`config.mk`:
```
export PLATFORM = sky130hd
export DESIGN_NAME = dc302_top
export DESIGN_NICKNAME = d
export VERILOG_FILES = /design/src/common/dc302_data_pkg.sv /design/src/common/dc302_uop_pkg.sv /design/src/verilog/dc302_top.sv /design/src/verilog/dc302_commit.sv /design/src/verilog/dc302_branch_eval.sv /design/src/alu/dc302_alu.sv /design/src/regfile/dc302_regfile.sv
export SDC_FILE = /design/constraint.sdc
export NUM_CORES = 1
export LEC_CHECK = 0
export ABC_AREA = 1
export BUFFER_PORTS_ARGS = -buffer_cell sky130_fd_sc_hd__buf_2
export CAP_MARGIN = 25
export CORE_UTILIZATION = 39
export CTS_CLUSTER_DIAMETER = 100
export CTS_CLUSTER_SIZE = 12
export DETAILED_ROUTE_END_ITERATION = 10
export GPL_TIMING_DRIVEN = 0
export PLACE_DENSITY = 0.51
export SETUP_SLACK_MARGIN = 0.3
export SLEW_MARGIN = 0
export SYNTH_ARGS = -nofsm -noshare
export SYNTH_HDL_FRONTEND = slang
export SYNTH_HIERARCHICAL = 1
export SYNTH_SLANG_ARGS = --single-unit
```
`constraint.sdc`:
```
create_clock -name clk -period 5.3 [get_ports clk]
set_clock_uncertainty 0.2 [all_clocks]
set_input_delay 0.53 -clock clk [delete_from_list [all_inputs] [get_ports clk]]
set_output_delay 0.53 -clock clk [all_outputs]
set_load 0.05 [all_outputs]
```
`src/common/dc302_data_pkg.sv`:
```
/* data path types: word, byte, register select, mode, flags
   register map, reset values and PSW field layout */
package dc302_data_pkg;

   typedef logic [15:0] word_t;
   typedef logic [7:0]  byte_t;
   typedef logic [3:0]  reg_sel_t;
   typedef logic [1:0]  mode_t;
   typedef logic [3:0]  flags_t;                     // N Z V C, high to low

   localparam reg_sel_t PSW_REG      = 4'd8;
   localparam reg_sel_t SP_REG       = 4'd6;          // kernel stack pointer
   localparam reg_sel_t SP_SUPER_REG = 4'd12;
   localparam reg_sel_t SP_USER_REG  = 4'd13;
   localparam reg_sel_t IR_DST_SEL   = 4'd12;         // selects IR bits 8:6
   localparam reg_sel_t IR_SRC_SEL   = 4'd13;         // selects IR bits 2:0

   localparam word_t REG_RESET     = 16'hFFFF;
   localparam word_t PSW_RESET     = 16'hF8FF;        // user mode, all flags set
   localparam word_t PSW_ZERO_MASK = 16'hF8FF;        // bits 10:8 read as zero

   localparam int PSW_MODE_HI = 15;
   localparam int PSW_MODE_LO = 14;
   localparam int PSW_N       = 3;
   localparam int PSW_Z       = 2;
   localparam int PSW_V       = 1;
   localparam int PSW_C       = 0;

   localparam mode_t MODE_KERN  = 2'b00;
   localparam mode_t MODE_SUPER = 2'b01;
   localparam mode_t MODE_USER  = 2'b11;             // 10 is invalid

   // current processor mode from a PSW value
   function automatic mode_t psw_mode(input word_t w);
      return mode_t'(w[PSW_MODE_HI:PSW_MODE_LO]);
   endfunction

endpackage
```
`src/common/dc302_uop_pkg.sv`:
```
/* microinstruction layout, opcode and condition enums,
   sequencing states and field extraction helpers */
package dc302_uop_pkg;

   import dc302_data_pkg::*;

   typedef logic [15:0] uop_t;

   localparam int UOP_OP_HI   = 15;
   localparam int UOP_OP_LO   = 12;
   localparam int UOP_BYTE    = 11;
   localparam int UOP_COND_HI = 10;
   localparam int UOP_COND_LO = 8;
   localparam int UOP_A_HI    = 7;
   localparam int UOP_A_LO    = 4;
   localparam int UOP_B_HI    = 3;
   localparam int UOP_B_LO    = 0;

   typedef enum logic [3:0] {
      OP_MOV  = 4'h0,
      OP_ADD  = 4'h1,
      OP_SUB  = 4'h2,
      OP_AND  = 4'h3,
      OP_BIC  = 4'h4,
      OP_BIS  = 4'h5,
      OP_XOR  = 4'h6,
      OP_ASR  = 4'h7,
      OP_LDI  = 4'h8,
      OP_LDIR = 4'h9,
      OP_BRA  = 4'hA,
      OP_MBR  = 4'hB                                 // C..F do nothing
   } op_e;

   typedef enum logic [2:0] {
      C_N    = 3'd0,
      C_Z    = 3'd1,
      C_C    = 3'd2,
      C_V    = 3'd3,
      C_NV   = 3'd4,                                 // N xor V
      C_ZNV  = 3'd5,                                 // Z or (N xor V)
      C_CZ   = 3'd6,
      C_KERN = 3'd7                                  // kernel mode
   } cond_e;

   typedef enum logic [1:0] {
      ST_IDLE,
      ST_EXEC,
      ST_DONE
   } state_e;

   function automatic op_e uop_op(input uop_t u);
      return op_e'(u[UOP_OP_HI:UOP_OP_LO]);
   endfunction

   function automatic cond_e uop_cond(input uop_t u);
      return cond_e'(u[UOP_COND_HI:UOP_COND_LO]);
   endfunction

   function automatic reg_sel_t uop_a_sel(input uop_t u);
      return reg_sel_t'(u[UOP_A_HI:UOP_A_LO]);
   endfunction

   function automatic reg_sel_t uop_b_sel(input uop_t u);
      return reg_sel_t'(u[UOP_B_HI:UOP_B_LO]);
   endfunction

   // 7-bit immediate for LDI, zero extended
   function automatic word_t uop_imm(input uop_t u);
      return word_t'({9'b0, u[UOP_COND_HI:UOP_COND_LO], u[UOP_B_HI:UOP_B_LO]});
   endfunction

endpackage

```
`src/verilog/dc302_top.sv`:
```
/* DC302 data path top: register file, ALU, branch unit
   and commit stage */
`timescale 1ns/1ps

module dc302_top
   import dc302_data_pkg::*;
   import dc302_uop_pkg::*;
(
   input  logic   clk,
   input  logic   rst,
   input  uop_t   uop,
   input  logic   uop_valid,
   output logic   uop_ready,
   output word_t  res_data,
   output flags_t res_flags,
   output logic   res_branch,
   output logic   res_valid,
   input  logic   res_ready
);

   word_t    a_data;
   word_t    b_data;
   word_t    psw;
   word_t    ir;
   logic     uop_fire;
   op_e      exec_op;
   logic     exec_byte;
   cond_e    exec_cond;
   logic     wr_en;
   reg_sel_t wr_sel;
   word_t    wr_data;
   logic     wr_byte;
   logic     psw_wr;
   word_t    psw_next;
   logic     ir_load;
   word_t    alu_data;
   flags_t   alu_flags;
   logic     ubranch;
   logic     ibranch;

   dc302_regfile u_regfile (
      .clk      (clk),
      .rst      (rst),
      .uop      (uop),
      .uop_fire (uop_fire),
      .wr_en    (wr_en),
      .wr_sel   (wr_sel),
      .wr_data  (wr_data),
      .wr_byte  (wr_byte),
      .psw_wr   (psw_wr),
      .psw_next (psw_next),
      .ir_load  (ir_load),
      .a_data   (a_data),
      .b_data   (b_data),
      .psw      (psw),
      .ir       (ir)
   );

   dc302_alu u_alu (
      .clk       (clk),
      .rst       (rst),
      .op        (exec_op),
      .byte_op   (exec_byte),
      .a_data    (a_data),
      .b_data    (b_data),
      .psw       (psw),
      .alu_data  (alu_data),
      .alu_flags (alu_flags)
   );

   dc302_branch_eval u_branch (
      .clk     (clk),
      .rst     (rst),
      .cond    (exec_cond),
      .psw     (psw),
      .ir      (ir),
      .ubranch (ubranch),
      .ibranch (ibranch)
   );

   dc302_commit u_commit (
      .clk        (clk),
      .rst        (rst),
      .uop        (uop),
      .uop_valid  (uop_valid),
      .uop_ready  (uop_ready),
      .uop_fire   (uop_fire),
      .alu_data   (alu_data),
      .alu_flags  (alu_flags),
      .ubranch    (ubranch),
      .ibranch    (ibranch),
      .psw        (psw),
      .a_data     (a_data),
      .exec_op    (exec_op),
      .exec_byte  (exec_byte),
      .exec_cond  (exec_cond),
      .wr_en      (wr_en),
      .wr_sel     (wr_sel),
      .wr_data    (wr_data),
      .wr_byte    (wr_byte),
      .psw_wr     (psw_wr),
      .psw_next   (psw_next),
      .ir_load    (ir_load),
      .res_data   (res_data),
      .res_flags  (res_flags),
      .res_branch (res_branch),
      .res_valid  (res_valid),
      .res_ready  (res_ready)
   );

endmodule

```
`src/verilog/dc302_commit.sv`:
```
/* sequencing FSM, write-back and PSW flag merge,
   result selection and output handshake */
`timescale 1ns/1ps

module dc302_commit
   import dc302_data_pkg::*;
   import dc302_uop_pkg::*;
(
   input  logic     clk,
   input  logic     rst,
   input  uop_t     uop,
   input  logic     uop_valid,
   output logic     uop_ready,
   output logic     uop_fire,
   input  word_t    alu_data,
   input  flags_t   alu_flags,
   input  logic     ubranch,
   input  logic     ibranch,
   input  word_t    psw,
   input  word_t    a_data,
   output op_e      exec_op,
   output logic     exec_byte,
   output cond_e    exec_cond,
   output logic     wr_en,
   output reg_sel_t wr_sel,
   output word_t    wr_data,
   output logic     wr_byte,
   output logic     psw_wr,
   output word_t    psw_next,
   output logic     ir_load,
   output word_t    res_data,
   output flags_t   res_flags,
   output logic     res_branch,
   output logic     res_valid,
   input  logic     res_ready
);

   state_e state;
   uop_t   uop_q;                                    // microinstruction in flight
   logic   wb_pend;                                  // first cycle of ST_DONE
   logic   writes_reg;
   logic   dest_psw;
   word_t  merged;
   word_t  psw_commit;

   assign uop_ready = (state == ST_IDLE);
   assign uop_fire  = uop_valid && uop_ready;

   assign exec_op   = uop_op(uop_q);
   assign exec_byte = uop_q[UOP_BYTE];
   assign exec_cond = uop_cond(uop_q);

   assign writes_reg = exec_op inside {OP_MOV, OP_ADD, OP_SUB, OP_AND, OP_BIC,
                                       OP_BIS, OP_XOR, OP_ASR, OP_LDI};
   assign dest_psw   = writes_reg && (uop_a_sel(uop_q) == PSW_REG);

   // destination is A, so its high byte survives a byte op
   assign merged = exec_byte ? {a_data[15:8], alu_data[7:0]} : alu_data;

   assign psw_next   = dest_psw ? merged : {psw[15:4], alu_flags};
   assign psw_commit = writes_reg ? (psw_next & PSW_ZERO_MASK) : psw;

   assign wr_sel  = uop_a_sel(uop_q);
   assign wr_data = alu_data;
   assign wr_byte = exec_byte;
   assign wr_en   = wb_pend && writes_reg && !dest_psw;
   assign psw_wr  = wb_pend && writes_reg;           // full PSW when it is the target
   assign ir_load = wb_pend && (exec_op == OP_LDIR);

   assign res_data   = writes_reg ? merged : a_data;
   assign res_flags  = flags_t'(psw_commit[PSW_N:PSW_C]);
   assign res_branch = (exec_op == OP_BRA) ? ibranch :
                       (exec_op == OP_MBR) ? ubranch : 1'b0;
   assign res_valid  = (state == ST_DONE);

   always_ff @(posedge clk)
   begin
      if (rst)
      begin
         state   <= ST_IDLE;
         wb_pend <= 1'b0;
      end
      else
      begin
         wb_pend <= (state == ST_EXEC);
         case (state)
            ST_IDLE: if (uop_valid) state <= ST_EXEC;
            ST_EXEC: state <= ST_DONE;               // operands in ALU
            ST_DONE: if (res_ready) state <= ST_IDLE;
            default: state <= ST_IDLE;
         endcase
      end
   end

   always_ff @(posedge clk)
   begin
      if (uop_fire)
         uop_q <= uop;
   end

   // back-pressure keeps the result steady until taken
   a_res_hold: assert property (@(posedge clk) disable iff (rst)
      res_valid && !res_ready |=> res_valid && $stable({res_data, res_flags, res_branch}));

endmodule

```
`src/verilog/dc302_branch_eval.sv`:
```
/* microbranch condition and PDP instruction branch rule,
   registered alongside the ALU result */
`timescale 1ns/1ps

module dc302_branch_eval
   import dc302_data_pkg::*;
   import dc302_uop_pkg::*;
(
   input  logic  clk,
   input  logic  rst,
   input  cond_e cond,
   input  word_t psw,
   input  word_t ir,
   output logic  ubranch,
   output logic  ibranch
);

   logic n, z, v, c;
   logic u_next;
   logic hit;
   logic i_next;

   assign n = psw[PSW_N];
   assign z = psw[PSW_Z];
   assign v = psw[PSW_V];
   assign c = psw[PSW_C];

   always_comb
   begin
      case (cond)
         C_N:     u_next = n;
         C_Z:     u_next = z;
         C_C:     u_next = c;
         C_V:     u_next = v;
         C_NV:    u_next = n ^ v;
         C_ZNV:   u_next = z | (n ^ v);
         C_CZ:    u_next = c | z;
         default: u_next = (psw_mode(psw) == MODE_KERN);
      endcase
   end

   // PDP branch group from IR bits 15, 10, 9
   always_comb
   begin
      case ({ir[15], ir[10], ir[9]})
         3'b000:  hit = 1'b1;                        // br
         3'b001:  hit = z;                           // beq/bne
         3'b010:  hit = n ^ v;                       // blt/bge
         3'b011:  hit = z | (n ^ v);                 // ble/bgt
         3'b100:  hit = n;                           // bmi/bpl
         3'b101:  hit = c | z;                       // blos/bhi
         3'b110:  hit = v;                           // bvs/bvc
         default: hit = c;                           // bcs/bcc
      endcase
   end

   assign i_next = ir[8] ? hit : ~hit;               // bit 8 selects sense

   always_ff @(posedge clk)
   begin
      if (rst)
      begin
         ubranch <= 1'b0;
         ibranch <= 1'b0;
      end
      else
      begin
         ubranch <= u_next;
         ibranch <= i_next;
      end
   end

endmodule

```
`src/alu/dc302_alu.sv`:
```
/* registered 16-bit ALU: generate/propagate with nibble look-ahead
   carry, logic ops, arithmetic shift, word and byte flags */
`timescale 1ns/1ps

module dc302_alu
   import dc302_data_pkg::*;
   import dc302_uop_pkg::*;
(
   input  logic   clk,
   input  logic   rst,
   input  op_e    op,
   input  logic   byte_op,
   input  word_t  a_data,
   input  word_t  b_data,
   input  word_t  psw,
   output word_t  alu_data,
   output flags_t alu_flags
);

   logic        sub;
   word_t       y;
   word_t       g;
   word_t       p;
   logic [16:0] c;                                   // carry into each bit
   word_t       sum;
   word_t       res;
   byte_t       res_lo;
   logic        cout, ovf;
   logic        n, z, v, cf;

   assign sub  = (op == OP_SUB);
   assign y    = sub ? ~b_data : b_data;             // a - b as a + ~b + 1
   assign g    = a_data & y;
   assign p    = a_data ^ y;
   assign c[0] = sub;

   // look-ahead carry, one group per nibble
   for (genvar k = 0; k < 16; k += 4)
   begin : g_cla
      assign c[k+1] = g[k]
                    | p[k] & c[k];
      assign c[k+2] = g[k+1]
                    | p[k+1] & g[k]
                    | p[k+1] & p[k] & c[k];
      assign c[k+3] = g[k+2]
                    | p[k+2] & g[k+1]
                    | p[k+2] & p[k+1] & g[k]
                    | p[k+2] & p[k+1] & p[k] & c[k];
      assign c[k+4] = g[k+3]
                    | p[k+3] & g[k+2]
                    | p[k+3] & p[k+2] & g[k+1]
                    | p[k+3] & p[k+2] & p[k+1] & g[k]
                    | p[k+3] & p[k+2] & p[k+1] & p[k] & c[k];
   end

   assign sum  = p ^ c[15:0];
   assign cout = byte_op ? c[8] : c[16];
   assign ovf  = byte_op ? (c[8] ^ c[7]) : (c[16] ^ c[15]);

   always_comb
   begin
      case (op)
         OP_ADD,
         OP_SUB:  res = sum;
         OP_AND:  res = a_data & b_data;
         OP_BIC:  res = a_data & ~b_data;
         OP_BIS:  res = a_data | b_data;
         OP_XOR:  res = a_data ^ b_data;
         OP_ASR:  res = byte_op ? {b_data[15:8], b_data[7], b_data[7:1]}
                                : {b_data[15], b_data[15:1]};
         default: res = b_data;                      // mov, ldi
      endcase
   end

   assign res_lo = res[7:0];
   assign n      = byte_op ? res[7] : res[15];
   assign z      = byte_op ? (res_lo == '0) : (res == '0);

   always_comb
   begin
      case (op)
         OP_ADD:
         begin
            cf = cout;
            v  = ovf;
         end
         OP_SUB:
         begin
            cf = ~cout;                              // borrow
            v  = ovf;
         end
         OP_ASR:
         begin
            cf = b_data[0];
            v  = n ^ b_data[0];
         end
         default:
         begin
            cf = psw[PSW_C];                         // carry kept
            v  = 1'b0;
         end
      endcase
   end

   always_ff @(posedge clk)
   begin
      alu_data <= res;
   end

   always_ff @(posedge clk)
   begin
      if (rst)
         alu_flags <= '0;
      else
         alu_flags <= {n, z, v, cf};
   end

   // look-ahead network agrees with a plain 17-bit add
   a_cla_sum: assert property (@(posedge clk) disable iff (rst)
      !$isunknown({op, a_data, b_data})
         |-> {c[16], sum} == {1'b0, a_data} + {1'b0, y} + 17'(sub));

endmodule

```
`src/regfile/dc302_regfile.sv`:
```
/* sixteen-word register file with mode-banked stack pointer,
   IR field remapping of selects 12/13, and the instruction register */
`timescale 1ns/1ps

module dc302_regfile
   import dc302_data_pkg::*;
   import dc302_uop_pkg::*;
(
   input  logic     clk,
   input  logic     rst,
   input  uop_t     uop,
   input  logic     uop_fire,
   input  logic     wr_en,
   input  reg_sel_t wr_sel,
   input  word_t    wr_data,
   input  logic     wr_byte,
   input  logic     psw_wr,
   input  word_t    psw_next,
   input  logic     ir_load,
   output word_t    a_data,
   output word_t    b_data,
   output word_t    psw,
   output word_t    ir
);

   word_t    regs [16];
   word_t    ir_q;
   mode_t    mode;
   reg_sel_t a_idx, b_idx, w_idx;
   logic     a_ok, b_ok, w_ok;
   word_t    w_val;

   // select to physical register, top bit clear when nothing is addressed
   function automatic logic [4:0] map_sel(input reg_sel_t sel, input mode_t md,
                                          input word_t irv);
      logic [4:0] res;
      res = {1'b1, sel};
      if (sel == IR_DST_SEL)
      begin
         res = {2'b10, irv[8:6]};
      end
      else if (sel == IR_SRC_SEL)
      begin
         res = {2'b10, irv[2:0]};
      end
      else if (sel == SP_REG)
      begin
         case (md)
            MODE_KERN:  res = {1'b1, SP_REG};
            MODE_SUPER: res = {1'b1, SP_SUPER_REG};
            MODE_USER:  res = {1'b1, SP_USER_REG};
            default:    res = {1'b0, SP_REG};        // invalid mode, no stack
         endcase
      end
      return res;
   endfunction

   assign mode           = psw_mode(regs[PSW_REG]);
   assign {a_ok, a_idx}  = map_sel(uop_a_sel(uop), mode, ir_q);
   assign {b_ok, b_idx}  = map_sel(uop_b_sel(uop), mode, ir_q);
   assign {w_ok, w_idx}  = map_sel(wr_sel, mode, ir_q);
   assign w_val          = wr_byte ? {regs[w_idx][15:8], wr_data[7:0]} : wr_data;

   assign psw = regs[PSW_REG];
   assign ir  = ir_q;

   // operand capture on acceptance
   always_ff @(posedge clk)
   begin
      if (uop_fire)
      begin
         a_data <= a_ok ? regs[a_idx] : '0;
         if (uop_op(uop) == OP_LDI)
            b_data <= uop_imm(uop);
         else
            b_data <= b_ok ? regs[b_idx] : '0;
      end
   end

   always_ff @(posedge clk)
   begin
      if (rst)
      begin
         for (int i = 0; i < 16; i++)
            regs[i] <= REG_RESET;
         regs[PSW_REG] <= PSW_RESET;
         ir_q          <= '0;
      end
      else
      begin
         if (wr_en && w_ok)
         begin
            if (w_idx == PSW_REG)
               regs[PSW_REG] <= w_val & PSW_ZERO_MASK;
            else
               regs[w_idx] <= w_val;
         end
         if (psw_wr)
            regs[PSW_REG] <= psw_next & PSW_ZERO_MASK;   // flags or full PSW
         if (ir_load)
            ir_q <= a_data;
      end
   end

   // commit must never let a register write and a PSW update hit register 8 together
   a_psw_single_writer: assert property (@(posedge clk) disable iff (rst)
      psw_wr |-> !(wr_en && w_ok && (w_idx == PSW_REG)));

endmodule

```
* Word level (Yosys, flattened, before mapping)
Memory sizes are Yosys's and may differ from the RTL's. A register that Yosys moved wholly into a read port is not among the register bits. Cells that the tools add are included.
Word-level totals: register bits after elaboration 73, RAM bits 256, bits of input ports 20, output and inout bits 23, word-level logic and storage cells 249, memories 1
Cells by class: eq/ne operators 41, multiplexer cells 53, bitwise logic cells 124, reduce and logical (&&, ||, !) cells 20
Memories:
- u_regfile.regs | depth 16, width 16, rd ports 4, clocked after memory_dff 1, wr ports 16, RTL line dc302_regfile.sv:26 | word_t regs [16];
Operators by type and width (count):
- 2-to-1 mux 16 bit | 9
- one-hot mux 16 bit (6 select lines) | 1
- bitwise AND 1 bit | 64
- equality test 4 bit (second input constant) | 13
- bitwise AND 16 bit | 3
- XOR 16 bit | 3
- 2-to-1 mux 5 bit | 9
- OR 1 bit | 45
- equality test 4 x 3 -> 1 bit (second input constant) | 7
- 2-to-1 mux 1 bit | 21
- equality test 3 bit (second input constant) | 6
- logical NOT 16 bit | 1
- NOT 16 bit | 1
- OR 16 bit | 1
- OR reduction 16 bit | 1
- 2-to-1 mux 15 bit | 1
- one-hot mux 5 bit (3 select lines) | 1
- 2-to-1 mux 7 bit | 2
- one-hot mux 1 bit (7 select lines) | 2
- equality test 3 x 2 -> 1 bit (second input constant) | 4
- nonzero test 9 bit | 1
- equality test 4 x 2 -> 1 bit (second input constant) | 2
- logical NOT 8 bit | 1
- 2-to-1 mux 4 bit | 2
- 19 further kinds | 37

* Logic depth before layout (Yosys ltp)
Gate-level depths: netlist (run 1).
depth in word-level cells 19, depth in mapped cells 29, gate-level depth less buffers 29

* Cells and area by module
The synthesis (run 1) kept the hierarchy.
By module, submodules not included:
- dc302_regfile | times used 1, cells each 2326, area an instance 18201.2 um^2, sequential area each 8968.6 um^2
- dc302_alu | times used 1, cells each 435, area an instance 2782.7 um^2, sequential area each 400.4 um^2
- dc302_commit | times used 1, cells each 196, area an instance 1347.5 um^2, sequential area each 420.4 um^2
- dc302_branch_eval | times used 1, cells each 59, area an instance 290.3 um^2, sequential area each 40.0 um^2

* Worst setup path before layout (run 1)
No wires, ideal clock.
path kind in2reg, start input port uop_valid, end register u_commit.uop_q[10], enable pin, library setup time 0.500 ns, arrival 3.570 ns, data required time 4.600 ns, slack 1.030 ns, cell stages on the path 2, buffers on the path 0, cells stage by stage inv_1 nor3_1
On the way: longest elaborated chain between the ends 1
RTL lines:
- from (decl) | RTL line dc302_top.sv:12 | input logic uop_valid,
- logical AND 1 bit | RTL line dc302_commit.sv:47 | assign uop_fire = uop_valid && uop_ready;
- via uop_fire | RTL line dc302_top.sv:25 | logic uop_fire;
- to (signal assigned) | RTL line dc302_commit.sv:98 | uop_q <= uop;
- to (decl) | RTL line dc302_commit.sv:39 | uop_t uop_q;
The timed path passes the listed nets, and every way through them passes these cells. A chain may end at the register's enable or synchronous reset.

==> impl_metrics.ini, run 1 <==
[global_routing]
grt_pass1_wl_microns = 147000
grtUsageMet1 = 0.479
overflow = 0
use_met3 = 0.0679
grt_pass1_vias = 20600
grt_busiest_layer = met2
grt_use_met2 = 0.574
grt_start_max_net_pins = 17
antenna_found_initial = 2
track_usage = 0.360

[critical_path]
max_stage_delay_ns = 0.62
cp_common_cell = nor2_1
end_kind = flip-flop
path_delay_family = simple AND/OR/NAND/NOR gates
cp.required_ns = 5.42
cp_cell_sequence = nor2_1 -> nand2_1 -> nand2_2 -> buf_6 -> nand2_1 -> nor2_1 -> o21ai_1 -> nor2_1 -> inv_1 -> nor2_1 -> inv_1 -> nor2_1 -> buf_2 -> nand2_1
critPathBufInv = 4
crit_path_top_delay_cell = nor2_1
crit_type = reg -> reg
worstSetupStartpointType = flip-flop
crit_arrival_ns = 4.57
crit_path_max_fanout = 10

[timing]
slew_viol_final = 0
maxSlewHeadroom = 0.277
hold_viol_final = 0
period_minus_slack_ns = 4.45
fin_ws_ns = 0.852
fmax_mhz = 225
final.period_utilization = 0.839
setup_violations = 0
rsz0062_at_grt = no
tns_ns = 0
tightestPinTransition_ns = 1.08

[layout]
multi_input_area_sq_um = 10300
area_growth_pct = 11.0
final_common_cell = nand2_1
final_net_count = 3139
seq_area_sq_um = 9690
layout_common_cells = nand2_1, nand3_1, inv_1, edfxtp_1, o211ai_1
fin_cells = 3853
fillCellCount = 5827
drive_gt1_frac = 0.109

[clock_network]
clock_latency_ns = 0.58
cts_buffers = 34
cts_tree = done
cts_sinks = 334
clock-root-buffer = clkbuf_16
h-tree-depth = 2
cts.clk_slew.worst_paths_ns = 0.07
clk_path_buf_depth = 3
cts_setup_buffers = 0

[routing]
ant_nets = 0
dr.pass1.iters = 8
vias = 22100
drc_errors = 0
first_iter_violations = 2897
wl_microns = 105000
detail_route.vias_per_cell = 5.73
wire_per_inst_microns = 27.3

[logic_synthesis]
syn-cell-area_sq_um = 22400
syn_avg_cell_area_sq_um = 7.50
ys_warn_count = 6
synthCells = 2982
synth_nets = 3037

[status]
status = finished clean

[place]
gp_congestion = 1.06
dp_slack_ns = 0.531
io_buffers = 42
hpwl_microns = 80800
dp_cells = 3796

[power_and_ir_drop]
max-vdd-ir-drop_mv = 0.250
p_leak_nw = 10.6
p_per_area_nw_per_um2 = 293
total_power_w = 0.00726

[job]
drv_cap = 0

[die]
num_rows = 87
fp.dieH_microns = 241
ios = 43
start_util = 0.396
die-area_sq_um = 58300
die_w_microns = 241
core_area_sq_um = 56500

[min_path]
hp-class = in -> reg
[flip-flops by register name, indices dropped and copies added, names as in the netlist]
name              count
u_regfile/regs      256
u_alu/alu_data       16
u_regfile/a_data     16
u_regfile/b_data     16
u_commit/uop_q       12
u_regfile/ir          9
u_alu/alu_flags       4
u_commit/state        2
u_branch/ibranch      1
u_branch/ubranch      1
u_commit/wb_pend      1
[cell type report]
class	instances	share of cell area
antenna	1	0.000101
buffer	197	0.0423
clock buffer	43	0.0360
clock inverter	5	0.00192
inverter	375	0.0567
multi-input combinational	2075	0.413
sequential	334	0.390
tap	756	0.0381
timing repair buffer	67	0.0211
[metal layers]
| layer | vias to the layer above | wire, microns |
|---|---|---|
| met5 | - | 21 |
| met4 | 4 | 4210 |
| met3 | 215 | 10100 |
| met2 | 1215 | 47800 |
| met1 | 10600 | 43200 |
| li1 | 10000 | - |
[power breakdown]
group	internal (W)	switching [W]	total, W
sequential	0.00294	0.0000776	0.00302
clock	0.00119	0.00111	0.00230
combinational	0.000493	0.00145	0.00194
[path summary, 6_finish.rpt]
kind | slack, ns | cells after the start | startpoint | to
setup / recovery | 0.85 | 14 | u_commit/uop_q[12]$_DFFE_PP_ | u_regfile/regs[5][6]$_SDFFCE_PN1P_
hold / removal | 0.02 | 1 | uop[6] | u_commit/uop_q[6]$_DFFE_PP_
setup reg to reg | 0.85 | 14 | u_commit/uop_q[12]$_DFFE_PP_ | u_regfile/regs[5][6]$_SDFFCE_PN1P_
hold reg to reg | 0.28 | 1 | u_commit/uop_q[9]$_DFFE_PP_ | u_branch/ubranch$_SDFF_PP0_
[per-stage QoR]
stage | util | area [sq um] | hold slack [ns]
after floorplan | - | 22400 | 0.228
after global placement | 0.416 | 23500 | 0.251
after detailed placement | 0.421 | 23800 | 0.266
after CTS | 0.439 | 24800 | 0.00368
after global routing | 0.439 | 24800 | 0.0156
final | 0.439 | 24800 | 0.0216
[what timing repair did]
item	4_1_cts	5_1_grt
gates resized for setup	0	0
hold buffers	8	0
hold endpoints to repair	8	0
endpoints found under the setup margin	0	1
No activity file was read; power rests on OpenSTA's default activity.
==> run 2, diff against run 1 <==
--- a/config.mk
+++ b/config.mk
@@ -5,7 +5,7 @@
 export SDC_FILE = /design/constraint.sdc
 export NUM_CORES = 1
 export LEC_CHECK = 0
-export ABC_AREA = 1
+export ABC_AREA = 0
 export BUFFER_PORTS_ARGS = -buffer_cell sky130_fd_sc_hd__buf_2
 export CAP_MARGIN = 25
 export CORE_UTILIZATION = 39
==> constraint.sdc (replaced) <==
create_clock -name clk -period 4.5 [get_ports clk]
set_clock_uncertainty 0.2 [all_clocks]
set_input_delay 0.45 -clock clk [delete_from_list [all_inputs] [get_ports clk]]
set_output_delay 0.45 -clock clk [all_outputs]
set_load 0.05 [all_outputs]
==> impl_metrics.ini, run 2 <==
[status]
status = finished, violations left
violations = design-rule violations

[logic_synthesis]
synth_nets = 1976
syn_avg_cell_area_sq_um = 10.9
synthCells = 1921
syn-cell-area_sq_um = 21000
ys_warn_count = 6

[layout]
regMostFlops = u_regfile/regs
layout_common_cells = nand2_1, edfxtp_1, mux2i_1, clkbuf_1, or3_1
final_net_count = 2085
largest_reg_flops = 256
drive_gt1_frac = 0.171
fin_cells = 2742
area_growth_pct = 11.7
final_common_cell = nand2_1

[global_routing]
grt_pass1_vias = 16400
grt_start_max_net_pins = 39
track_usage = 0.305
antenna_found_initial = 0
overflow = 0
grt_pass1_wl_microns = 118000

[routing]
wl_microns = 84200
first_iter_violations = 2329
dr.pass1.iters = 9
ant_nets = 0
vias = 17300
drc_errors = 8
detail_route.vias_per_cell = 6.30
wire_per_inst_microns = 30.7

[critical_path]
crit_type = reg -> reg
crit_path_top_delay_cell = fa_1
cp_cell_sequence = nor4b_2 -> buf_6 -> buf_4 -> xnor2_1 -> ha_1 -> nand2_1 -> o211ai_1 -> buf_4 -> buf_4 -> nand3_1 -> nand2_1 -> inv_1 -> fa_1 -> o221ai_1 -> nor4_4 -> a41o_1 -> and3_1
end_kind = flip-flop
cp.required_ns = 4.83
worst_r2r_path_depth = 17
path_delay_family = simple AND/OR/NAND/NOR gates
crit_arrival_ns = 4.65
critPathBufInv = 5
max_stage_delay_ns = 0.53
r2r_start = u_commit/uop_q[14]$_DFFE_PP_
startpoint = u_commit/uop_q[14]$_DFFE_PP_
worstSetupStartpointType = flip-flop
crit_cells = 17
cp_common_cell = buf_4
crit_path_max_fanout = 9

[power_and_ir_drop]
power_frac_comb = 0.240
p_leak_nw = 7.64
p_per_area_nw_per_um2 = 339
p_clk_frac = 0.313
p_int_w = 0.00535
switching_share = 0.325
net-switching-power_w = 0.00258
pwr-share-seq = 0.447
max-vdd-ir-drop_mv = 0.258
total_power_w = 0.00794

[min_path]
hp-class = in -> reg
worstHoldStart = rst
worstHoldPathCells = 2

[place]
io_buffers = 40
hpwl_microns = 62500
gp_congestion = 0.965
dp_cells = 2655

[clock_network]
clock_latency_ns = 0.60
cts_tree = done
cts.clk_slew.worst_paths_ns = 0.06
clk_path_buf_depth = 3
cts_sinks = 334
clock-root-buffer = clkbuf_16
h-tree-depth = 1
cts_buffers = 31

[timing]
tightestPinTransition_ns = 1.17
hold_ws_ns = 0.0502
slew_viol_final = 0
rsz0062_at_grt = yes
maxSlewHeadroom = 0.215
hold_viol_final = 0
period_minus_slack_ns = 4.33
final.period_utilization = 0.961
setup_violations = 0
fmax_mhz = 231

[die]
num_rows = 84
ios = 43
fp.dieH_microns = 234
core_area_sq_um = 52900
die_w_microns = 234
start_util = 0.396
die-area_sq_um = 54700

[job]
drv_cap = 0
==> run 2: power by group through the flow <==
stage | Sequential, W | Combinational (W) | Clock, W
3_3_place_gp | 0.00362 | 0.00175 | 0
5_1_grt | 0.00356 | 0.00198 | 0.00263
2_1_floorplan | 0.00357 | 0.00117 | 0
4_1_cts | 0.00355 | 0.00182 | 0.00252
6_report | 0.00355 | 0.00190 | 0.00249
3_5_place_dp | 0.00362 | 0.00177 | 0
==> run 2: final cells by class <==
cell class                 instances  area, sq um
fill                            5055        29400
clock buffer                      56          870
antenna                            1         2.50
multi-input combinational       1379        10400
buffer                           159          843
inverter                          49          184
sequential                       334         9690
timing repair buffer              76          537
tap                              688          861
==> run 2: final timing paths <==
check	slack, ns	to
worst max-delay path	0.17	u_alu/alu_flags[2]$_SDFF_PP0_
worst min-delay path	0.05	u_commit/wb_pend$_SDFF_PP0_
worst max register to register	0.17	u_alu/alu_flags[2]$_SDFF_PP0_
worst min register to register	0.29	u_commit/wb_pend$_SDFF_PP0_
==> run 2: per-stage QoR <==
stage / worst slack [ns] / TNS [ns] / area, sq um / utilization
detailed placement: -0.706 / -45.43 / 22100 / 0.418
floorplan: 0.371 / 0 / 21000 / -
CTS: 0.0808 / 0 / 23200 / 0.439
global route: 0.118 / 0 / 23400 / 0.443
global placement: -0.770 / -51.72 / 22000 / 0.417
finish: 0.175 / 0 / 23400 / 0.443
==> run 2: what timing repair did <==
item / 4_1_cts / 5_1_grt
gates resized for setup: 22 / 23
endpoints found under the hold margin: 13 / 0
hold buffers: 13 / 0
setup buffers: 8 / 7
gates cloned: 0 / 1
pin swaps: 3 / 12
setup endpoints to repair: 273 / 184
==> run 2: worst register-to-register path: stages (launching register included) <==
cell and delay, ns:
edfxtp_1 0.40, nor4b_2 0.32, buf_6 0.20, buf_4 0.25, xnor2_1 0.13, ha_1 0.30, nand2_1 0.06, o211ai_1 0.15
buf_4 0.17, buf_4 0.13, nand3_1 0.11, nand2_1 0.12, inv_1 0.11, fa_1 0.53, o221ai_1 0.21, nor4_4 0.39
a41o_1 0.29, and3_1 0.20
==> run 2: per-layer routing <==
| layer | vias up | GRT usage | routed length [microns] |
|---|---|---|---|
| li1 | 7473 | - | - |
| met1 | 8631 | 0.413 | 34500 |
| met2 | 1000 | 0.503 | 39000 |
| met3 | 163 | 0.0450 | 7570 |
| met4 | 0 | 0.0917 | 3040 |
| met5 | - | 0 | 0 |
